===== src/hw/quad_root_pkg.sv =====
package quad_root_pkg;

    // coefficient format, Q1.14
    localparam int DIN_WIDTH = 16;
    localparam int DIN_POINT = 14;

    // square-root domain format
    localparam int SQRT_WIDTH = 10;
    localparam int SQRT_POINT = 7;

    // b^2 - 4c at full precision
    localparam int DISC_WIDTH = 2 * DIN_WIDTH + 1;
    localparam int DISC_POINT = 2 * DIN_POINT;

    localparam int BANDS = 4;

    // din_valid to fifo write
    localparam int FRONT_LATENCY = 3;

    localparam int ROOT_FIFO_DEPTH = 16;
    localparam int ROOT_FIFO_AW = 4;

    // one root bit per cycle
    localparam int SQRT_ITER = 9;

    typedef logic signed [DIN_WIDTH-1:0] coef_t;
    typedef logic signed [DISC_WIDTH-1:0] disc_t;
    typedef logic signed [SQRT_WIDTH-1:0] sqrt_t;
    typedef logic signed [SQRT_WIDTH-1:0] root_t;
    typedef logic [$clog2(BANDS)-1:0] band_t;

    typedef struct packed {
        coef_t b;
        coef_t c;
        band_t band;
    } coef_in_t;

    // fifo word
    typedef struct packed {
        sqrt_t disc;
        sqrt_t b_q;
        band_t band;
    } root_req_t;

    typedef struct packed {
        root_t x1;
        root_t x2;
        logic  error;
        band_t band;
    } root_res_t;

    typedef enum logic [1:0] {
        IDLE,
        POP,
        RUN,
        EMIT
    } solver_state_t;

endpackage


===== src/hw/disc_frontend.sv =====
`timescale 1ns/10ps

module disc_frontend (
    input  logic                     clk,
    input  logic                     arst_n,
    input  quad_root_pkg::coef_in_t  din,
    input  logic                     din_valid,
    output quad_root_pkg::root_req_t req,
    output logic                     req_valid
);

    import quad_root_pkg::*;

    // stage 1, b^2 and c both at point 28
    disc_t b_sq_s1;
    disc_t c_s1;
    coef_t b_s1;
    band_t band_s1;
    logic  valid_s1;

    // stage 2, the discriminant
    disc_t disc_s2;
    coef_t b_s2;
    band_t band_s2;
    logic  valid_s2;

    // stage 3, the casts
    sqrt_t disc_cast;
    sqrt_t b_cast;
    band_t band_s3;

    always_ff @(posedge clk or negedge arst_n) begin
        if (!arst_n) begin
            valid_s1 <= 1'b0;
            valid_s2 <= 1'b0;
            req_valid <= 1'b0;
        end else begin
            valid_s1 <= din_valid;
            valid_s2 <= valid_s1;
            req_valid <= valid_s2;
        end
    end

    always_ff @(posedge clk) begin
        b_sq_s1 <= disc_t'(din.b) * disc_t'(din.b);
        c_s1 <= disc_t'(din.c) <<< (DISC_POINT - DIN_POINT);
        b_s1 <= din.b;
        band_s1 <= din.band;

        // 4c is two more bits up
        disc_s2 <= b_sq_s1 - (c_s1 <<< 2);
        b_s2 <= b_s1;
        band_s2 <= band_s1;

        band_s3 <= band_s2;
    end

    fixed_cast #(
        .DIN_WIDTH (DISC_WIDTH),
        .DIN_POINT (DISC_POINT),
        .DOUT_WIDTH(SQRT_WIDTH),
        .DOUT_POINT(SQRT_POINT)
    ) disc_cast0 (
        .clk   (clk),
        .arst_n(arst_n),
        .din   (disc_s2),
        .dout  (disc_cast)
    );

    // b was held one extra stage to line up with the discriminant
    fixed_cast #(
        .DIN_WIDTH (DIN_WIDTH),
        .DIN_POINT (DIN_POINT),
        .DOUT_WIDTH(SQRT_WIDTH),
        .DOUT_POINT(SQRT_POINT)
    ) b_cast0 (
        .clk   (clk),
        .arst_n(arst_n),
        .din   (b_s2),
        .dout  (b_cast)
    );

    assign req.disc = disc_cast;
    assign req.b_q = b_cast;
    assign req.band = band_s3;

endmodule


===== src/hw/fixed_cast.sv =====
`timescale 1ns/10ps

module fixed_cast #(
    parameter int DIN_WIDTH = 16,
    parameter int DIN_POINT = 14,
    parameter int DOUT_WIDTH = 10,
    parameter int DOUT_POINT = 7
) (
    input  logic                         clk,
    input  logic                         arst_n,
    input  logic signed [DIN_WIDTH-1:0]  din,
    output logic signed [DOUT_WIDTH-1:0] dout
);

    localparam int SHIFT = DIN_POINT - DOUT_POINT;
    localparam int GROW = (SHIFT < 0) ? -SHIFT : 0;
    localparam int CMP_WIDTH =
        ((DIN_WIDTH + GROW > DOUT_WIDTH) ? DIN_WIDTH + GROW : DOUT_WIDTH) + 1;

    // largest and smallest value the output can hold
    localparam logic signed [CMP_WIDTH-1:0] MAX_VAL =
        {{(CMP_WIDTH - DOUT_WIDTH + 1){1'b0}}, {(DOUT_WIDTH - 1){1'b1}}};
    localparam logic signed [CMP_WIDTH-1:0] MIN_VAL = ~MAX_VAL;

    logic signed [CMP_WIDTH-1:0] aligned;

    generate
        if (SHIFT >= 0) begin : g_drop_frac
            // arithmetic shift floors toward minus infinity
            assign aligned = CMP_WIDTH'(din) >>> SHIFT;
        end else begin : g_add_frac
            assign aligned = CMP_WIDTH'(din) <<< GROW;
        end
    endgenerate

    always_ff @(posedge clk or negedge arst_n) begin
        if (!arst_n) begin
            dout <= '0;
        end else if (aligned > MAX_VAL) begin
            dout <= MAX_VAL[DOUT_WIDTH-1:0];
        end else if (aligned < MIN_VAL) begin
            dout <= MIN_VAL[DOUT_WIDTH-1:0];
        end else begin
            dout <= aligned[DOUT_WIDTH-1:0];
        end
    end

endmodule


===== src/hw/iterative_sqrt.sv =====
`timescale 1ns/10ps

module iterative_sqrt (
    input  logic                               clk,
    input  logic                               arst_n,
    input  logic                               start,
    input  logic [quad_root_pkg::SQRT_WIDTH-1:0] radicand,
    output logic                               busy,
    output logic                               done,
    output logic [quad_root_pkg::SQRT_WIDTH-1:0] root
);

    import quad_root_pkg::*;

    // radicand with its zero fraction bits, consumed two bits per cycle
    logic [2*SQRT_ITER-1:0] rad_sh;
    logic [SQRT_ITER:0]     rem;
    logic [SQRT_ITER-1:0]   q;
    logic [3:0]             cnt;

    logic [SQRT_ITER+2:0]   rem_shift;
    logic [SQRT_ITER+2:0]   trial;
    logic                   fits;

    assign rem_shift = {rem, rad_sh[2*SQRT_ITER-1 -: 2]};
    assign trial = {1'b0, q, 2'b01};
    assign fits = (rem_shift >= trial);

    always_ff @(posedge clk or negedge arst_n) begin
        if (!arst_n) begin
            busy <= 1'b0;
            done <= 1'b0;
            cnt <= '0;
        end else begin
            done <= 1'b0;
            if (start && !busy) begin
                busy <= 1'b1;
                cnt <= 4'(SQRT_ITER - 1);
            end else if (busy) begin
                cnt <= cnt - 1'b1;
                if (cnt == '0) begin
                    busy <= 1'b0;
                    done <= 1'b1;
                end
            end
        end
    end

    always_ff @(posedge clk) begin
        if (start && !busy) begin
            rad_sh <= (2 * SQRT_ITER)'(radicand) << SQRT_POINT;
            rem <= '0;
            q <= '0;
        end else if (busy) begin
            rad_sh <= rad_sh << 2;
            // restoring step, keep the subtraction only if it fits
            if (fits) begin
                rem <= (SQRT_ITER + 1)'(rem_shift - trial);
                q <= {q[SQRT_ITER-2:0], 1'b1};
            end else begin
                rem <= (SQRT_ITER + 1)'(rem_shift);
                q <= {q[SQRT_ITER-2:0], 1'b0};
            end
        end
    end

    assign root = SQRT_WIDTH'(q);

endmodule


===== src/hw/quad_root_iterative.sv =====
`timescale 1ns/10ps

module quad_root_iterative (
    input  logic                     clk,
    input  logic                     arst_n,
    input  quad_root_pkg::coef_in_t  din,
    input  logic                     din_valid,
    output logic                     fifo_full,
    output quad_root_pkg::root_res_t dout,
    output logic                     dout_valid
);

    import quad_root_pkg::*;

    root_req_t req;
    logic      req_valid;
    root_req_t head;
    logic      not_empty;
    logic      pop;

    disc_frontend frontend0 (
        .clk      (clk),
        .arst_n   (arst_n),
        .din      (din),
        .din_valid(din_valid),
        .req      (req),
        .req_valid(req_valid)
    );

    // absorbs the rate gap between the pipeline and the serial root
    root_fifo fifo0 (
        .clk      (clk),
        .arst_n   (arst_n),
        .wr_data  (req),
        .wr_en    (req_valid),
        .head     (head),
        .not_empty(not_empty),
        .pop      (pop),
        .fifo_full(fifo_full)
    );

    root_solver solver0 (
        .clk       (clk),
        .arst_n    (arst_n),
        .head      (head),
        .not_empty (not_empty),
        .pop       (pop),
        .dout      (dout),
        .dout_valid(dout_valid)
    );

endmodule


===== src/hw/root_fifo.sv =====
`timescale 1ns/10ps

module root_fifo (
    input  logic                     clk,
    input  logic                     arst_n,
    input  quad_root_pkg::root_req_t wr_data,
    input  logic                     wr_en,
    output quad_root_pkg::root_req_t head,
    output logic                     not_empty,
    input  logic                     pop,
    output logic                     fifo_full
);

    import quad_root_pkg::*;

    root_req_t               mem [ROOT_FIFO_DEPTH];
    logic [ROOT_FIFO_AW-1:0] wr_ptr;
    logic [ROOT_FIFO_AW-1:0] rd_ptr;
    logic [ROOT_FIFO_AW:0]   count;
    logic                    do_wr;
    logic                    do_pop;

    // a write into a truly full buffer is dropped
    assign do_wr = wr_en && (count != (ROOT_FIFO_AW + 1)'(ROOT_FIFO_DEPTH));
    assign do_pop = pop && not_empty;

    always_ff @(posedge clk) begin
        if (do_wr) begin
            mem[wr_ptr] <= wr_data;
        end
    end

    always_ff @(posedge clk or negedge arst_n) begin
        if (!arst_n) begin
            wr_ptr <= '0;
            rd_ptr <= '0;
            count <= '0;
        end else begin
            if (do_wr) begin
                wr_ptr <= wr_ptr + 1'b1;
            end
            if (do_pop) begin
                rd_ptr <= rd_ptr + 1'b1;
            end
            case ({do_wr, do_pop})
                2'b10: count <= count + 1'b1;
                2'b01: count <= count - 1'b1;
                default: count <= count;
            endcase
        end
    end

    assign head = mem[rd_ptr];
    assign not_empty = (count != '0);

    // leave room for the samples still inside the front end
    assign fifo_full =
        (count >= (ROOT_FIFO_AW + 1)'(ROOT_FIFO_DEPTH - FRONT_LATENCY - 1));

endmodule


===== src/hw/root_solver.sv =====
`timescale 1ns/10ps

module root_solver (
    input  logic                     clk,
    input  logic                     arst_n,
    input  quad_root_pkg::root_req_t head,
    input  logic                     not_empty,
    output logic                     pop,
    output quad_root_pkg::root_res_t dout,
    output logic                     dout_valid
);

    import quad_root_pkg::*;

    solver_state_t state;
    root_req_t     req_q;
    logic          start;
    logic          busy;
    logic          done;
    logic [SQRT_WIDTH-1:0] root;

    // two extra bits so -b +/- s never wraps
    logic signed [SQRT_WIDTH+1:0] b_neg;
    logic signed [SQRT_WIDTH+1:0] s_ext;
    logic signed [SQRT_WIDTH+1:0] sum_p;
    logic signed [SQRT_WIDTH+1:0] sum_m;

    assign pop = (state == POP);

    always_ff @(posedge clk or negedge arst_n) begin
        if (!arst_n) begin
            state <= IDLE;
            start <= 1'b0;
            dout_valid <= 1'b0;
        end else begin
            start <= 1'b0;
            dout_valid <= 1'b0;
            case (state)
                IDLE: begin
                    if (not_empty) begin
                        state <= POP;
                    end
                end
                POP: begin
                    // negative discriminant skips the square root
                    if (head.disc[SQRT_WIDTH-1]) begin
                        state <= EMIT;
                    end else begin
                        start <= !busy;
                        state <= RUN;
                    end
                end
                RUN: begin
                    if (done) begin
                        state <= EMIT;
                    end
                end
                EMIT: begin
                    dout_valid <= 1'b1;
                    state <= IDLE;
                end
                default: state <= IDLE;
            endcase
        end
    end

    iterative_sqrt sqrt0 (
        .clk     (clk),
        .arst_n  (arst_n),
        .start   (start),
        .radicand(req_q.disc),
        .busy    (busy),
        .done    (done),
        .root    (root)
    );

    assign b_neg = -(SQRT_WIDTH + 2)'(req_q.b_q);
    assign s_ext = $signed({2'b00, root});
    assign sum_p = b_neg + s_ext;
    assign sum_m = b_neg - s_ext;

    always_ff @(posedge clk) begin
        if (state == POP) begin
            req_q <= head;
        end
        if (state == EMIT) begin
            dout.band <= req_q.band;
            dout.error <= req_q.disc[SQRT_WIDTH-1];
            if (req_q.disc[SQRT_WIDTH-1]) begin
                dout.x1 <= '0;
                dout.x2 <= '0;
            end else begin
                dout.x1 <= root_t'(sum_p >>> 1);
                dout.x2 <= root_t'(sum_m >>> 1);
            end
        end
    end

endmodule


===== config.mk =====
export PLATFORM = sky130hd
export DESIGN_NAME = quad_root_iterative
export DESIGN_NICKNAME = d
export VERILOG_FILES = /design/src/hw/quad_root_pkg.sv /design/src/hw/disc_frontend.sv /design/src/hw/fixed_cast.sv /design/src/hw/iterative_sqrt.sv /design/src/hw/quad_root_iterative.sv /design/src/hw/root_fifo.sv /design/src/hw/root_solver.sv
export SDC_FILE = /design/constraint.sdc
export NUM_CORES = 1
export LEC_CHECK = 0
export ABC_AREA = 1
export BUFFER_PORTS_ARGS = -buffer_cell sky130_fd_sc_hd__buf_2
export CORE_ASPECT_RATIO = 2
export CORE_MARGIN = 4
export CORE_UTILIZATION = 69
export DETAILED_ROUTE_END_ITERATION = 6
export PLACE_DENSITY = 0.86
export SLEW_MARGIN = 20
export SYNTH_ARGS = -nofsm -noshare
export SYNTH_HDL_FRONTEND = slang
export SYNTH_SLANG_ARGS = --single-unit

===== constraint.sdc =====
create_clock -name clk -period 4.86 [get_ports clk]
set_input_delay 0.972 -clock clk [delete_from_list [all_inputs] [get_ports clk]]
set_output_delay 0.972 -clock clk [all_outputs]
set_load 0.005 [all_outputs]

==> impl_metrics.env <==
export IMPL_stdcell_count=3992
export IMPL_regToRegStartpoint="solver0.req_q[2]"
export IMPL_cts_tree="done"
export IMPL_timing_critical_path_fanout_max=8
export IMPL_drt_pass1_iter_count=6
export IMPL_placeableCoreArea_mm2=0.0453
export IMPL_synth_async_reset_ratio_pct=8.50
export IMPL_grt_max_degree=179
export IMPL_synth_area_per_cell_um2=10.0
export IMPL_hold_ws_ns=0.326
export IMPL_synthesized_netlist_net_count=3589
export IMPL_synth_edff_count=407
export IMPL_synth_warnings=0
export IMPL_fillCellCount=2415
export IMPL_finalNetCount=3820
export IMPL_routed_wl_um=96700
export IMPL_maxCapViolCount=0
export IMPL_placed_area_mm2=0.0345
export IMPL_tightestPinTransition_ns=0.931
export IMPL_die_h_um=311
export IMPL_failed_checks="negative setup slack"
export IMPL_hold_violations=0
export IMPL_htree_levels=2
export IMPL_utilization_pct=81.7
export IMPL_final_layout_size_suffix_gt1_share_pct=19.7
export IMPL_route_vias_total=24900
export IMPL_mappedNetlistArea_mm2=0.0317
export IMPL_dieWidth_um=160
export IMPL_yosysSeqAreaShare_pct=47.7
export IMPL_gp_congestion=1.00
export IMPL_timing_max_slew_rel_slack_pct=37.9
export IMPL_cp_data_arrival_time_ns=6.00
export IMPL_finalWorstPathRequiredPeriod_ns=5.52
export IMPL_yosys_register_bits=541
export IMPL_ctsRootBufferMaster="clkbuf_16"
export IMPL_setup_worst_path_start_class="primary input"
export IMPL_initialDrtViolationCount=2332
export IMPL_post_synthesis_instance_total=3166
export IMPL_grt_pass1_vias=26900
export IMPL_postLayoutSetupSlackWorst_ns=-0.663
export IMPL_hp_start="frontend0.band_s2[1]"
export IMPL_count_of_endpoints_failing_setup_in_the_final_report=16
export IMPL_postLayoutCellArea_mm2=0.0370
export IMPL_critPathRequiredTime_ns=5.33
export IMPL_antennaDiodeCount=0
export IMPL_route_detailed_vias_per_inst=6.24
export IMPL_outcome="finished, violations left"
export IMPL_slew_violations=0
export IMPL_clkSlewWorstSetupHoldPaths_ns=0.07
export IMPL_wl_per_cell_um=24.2
export IMPL_dp_hpwl_um=64100
export IMPL_clock_sinks=541
export IMPL_fp_row_count=110
export IMPL_boundaryPins=62
export IMPL_dieArea_mm2=0.0497
export IMPL_antenna_found_initial=2
export IMPL_drc=0
export IMPL_clock_skew_final_ns=0.0351
export IMPL_port_buffers=61
export IMPL_global_route_wire_length_before_repair_um=147000
export IMPL_cts_path_max_buffers=3
export IMPL_cts_inserted_buffers=43
export IMPL_start_util_pct=70.0
export IMPL_synth_cell_types=47
export IMPL_grt_overflow_total=0
export IMPL_placed_cells=3895
export IMPL_achievable_frequency_mhz=181
export IMPL_ant_nets=0
export IMPL_setup_worst_path_end_class="flip-flop"
export IMPL_worst_setup_path_startpoint="din[33]"
export IMPL_min_delay_path_class="flip-flop to flip-flop"
export IMPL_areaGrowthSynthToFinish_pct=16.6
export IMPL_global_route_usage_total_pct=39.1
export IMPL_dominantRegCellSynth="edfxtp_1"
export IMPL_rsz0062_at_grt="yes"
export IMPL_clock_insertion_delay_worst_skew_ns=0.60
export IMPL_setup_worst_path_class="primary input to flip-flop"
export IMPL_fin_crit_sh_pct=114
==> synthesized netlist by cell type (4+ instances only) <==
cell,instances,share of area [%]
dfxtp_1,88,5.6
buf_4,8,0.19
buf_6,7,0.25
xnor2_1,8,0.22
nor2_1,289,3.4
or2_2,4,0.079
nand3_1,112,1.8
o21ai_0,215,3.4
nor3_1,14,0.22
a21oi_1,94,1.5
fa_1,234,15
ha_1,152,6.0
inv_1,607,7.2
o221ai_1,71,2.0
buf_2,21,0.33
nand2_1,561,6.6
nand3b_1,5,0.12
o21ai_1,6,0.095
o22ai_1,22,0.43
clkbuf_1,74,0.88
o211ai_1,14,0.33
o21bai_1,15,0.36
a21o_1,4,0.095
o21a_1,4,0.095
edfxtp_1,407,39
xor2_1,32,0.88
nand4_1,23,0.45
dfrtp_1,46,3.6
==> registers in the layout (all words and copies together), names as in the netlist, 11 cells and up <==
register,flops
fifo0.mem,352
frontend0.b_sq_s1,16
frontend0.c_s1,16
frontend0.disc_s2,12
solver0.dout,23
solver0.req_q,22
solver0.sqrt0.rad_sh,11
==> kinds of logic (layout without fill, tap and decap cells) <==
kind of cell               after synthesis  in the layout  share of synthesized area, %
AOI/OAI and AO/OA                      452            452                          8.42
xor gates and xnor gates                40             40                          1.10
adders and majority gates              386            386                          20.8
and+or+nand+nor                       1022           1022                          13.0
DFF                                    541            541                          47.7
buffers and inverters                  725            991                          8.94
==> critical path: stages <==
cell     delay, ns
buf_12        0.11
buf_12        0.16
nand2_4       0.07
fa_1          0.56
inv_2         0.05
fa_2          0.58
buf_6         0.11
buf_4         0.11
fa_1          0.44
fa_1          0.54
fa_1          0.51
inv_2         0.04
fa_1          0.49
inv_1         0.06
ha_4          0.26
a21oi_4       0.17
buf_6         0.12
o21ai_2       0.06
a21oi_2       0.21
buf_4         0.15
nand3_1       0.07
nand2_1       0.07
nand2_2       0.06
==> layout make-up <==
| cell class | count | area (µm²) | share of cell area (%) |
|---|---|---|---|
| repair buffers | 301 | 2450 | 6.62 |
| clock buffers | 50 | 1120 | 3.04 |
| inverters | 610 | 2310 | 6.24 |
| multi-input cells | 1900 | 15000 | 40.6 |
| clock inverters | 30 | 265 | 0.717 |
| well taps | 560 | 701 | 1.89 |
| flip-flops and latches | 541 | 15100 | 40.9 |
==> final timing paths <==
check / endpoint / cells after the start / slack [ns]
worst min-delay path: frontend0.band_s3[1] / 0 / 0.33
worst max register to register: solver0.dout[21] / 15 / 1.49
min in group asynchronous: fifo0.count[1] / 2 / 0.54
worst min register to register: frontend0.band_s3[1] / 0 / 0.33
worst max-delay path: frontend0.b_sq_s1[26] / 23 / -0.66
max in group asynchronous: fifo0.rd_ptr[0] / 2 / 3.75
==> per-stage QoR <==
step / TNS [ns] / setup slack, ns
after floorplan: -10.73 / -0.880
after global placement: -18.78 / -1.37
after detailed placement: -20.65 / -1.57
after CTS: -7.52 / -0.624
after global routing: -10.85 / -0.785
final: -8.96 / -0.663
==> layout by cell type, fill, tap and decap left out, types with 26 or more instances in the layout <==
cell type and n:
nand3_1 104, o221ai_1 71, dfxtp_1 88, a21oi_1 68, dfrtp_1 44, fa_1 213, o21ai_0 208, nand2_2 58
buf_6 26, clkbuf_16 44, xor2_1 31, nor2_1 248, buf_4 213, ha_1 128, edfxtp_1 407, nand2_1 474
inv_1 540, nand2_4 28, buf_2 46, inv_2 63
==> routing by layer <==
layer  wire [µm]  part of all wire (%)  GRT usage (%)
met5           8                0.0083              0
met4       12200                    13           36.6
met3        7920                   8.2           7.90
met2       50000                    52           70.3
met1       26600                    28           36.0
==> repair_timing <==
action                                  in CTS  in global routing
pin swaps                                   81                 45
cloned                                       2                  0
buffers inserted                            16                  1
hold buffers                                 0                  0
resized for setup                          186                 99
endpoints found under the setup margin      16                 16
Power is not shown: default switching activity piles up to over one toggle a cycle in this logic, so the estimate is an artifact.
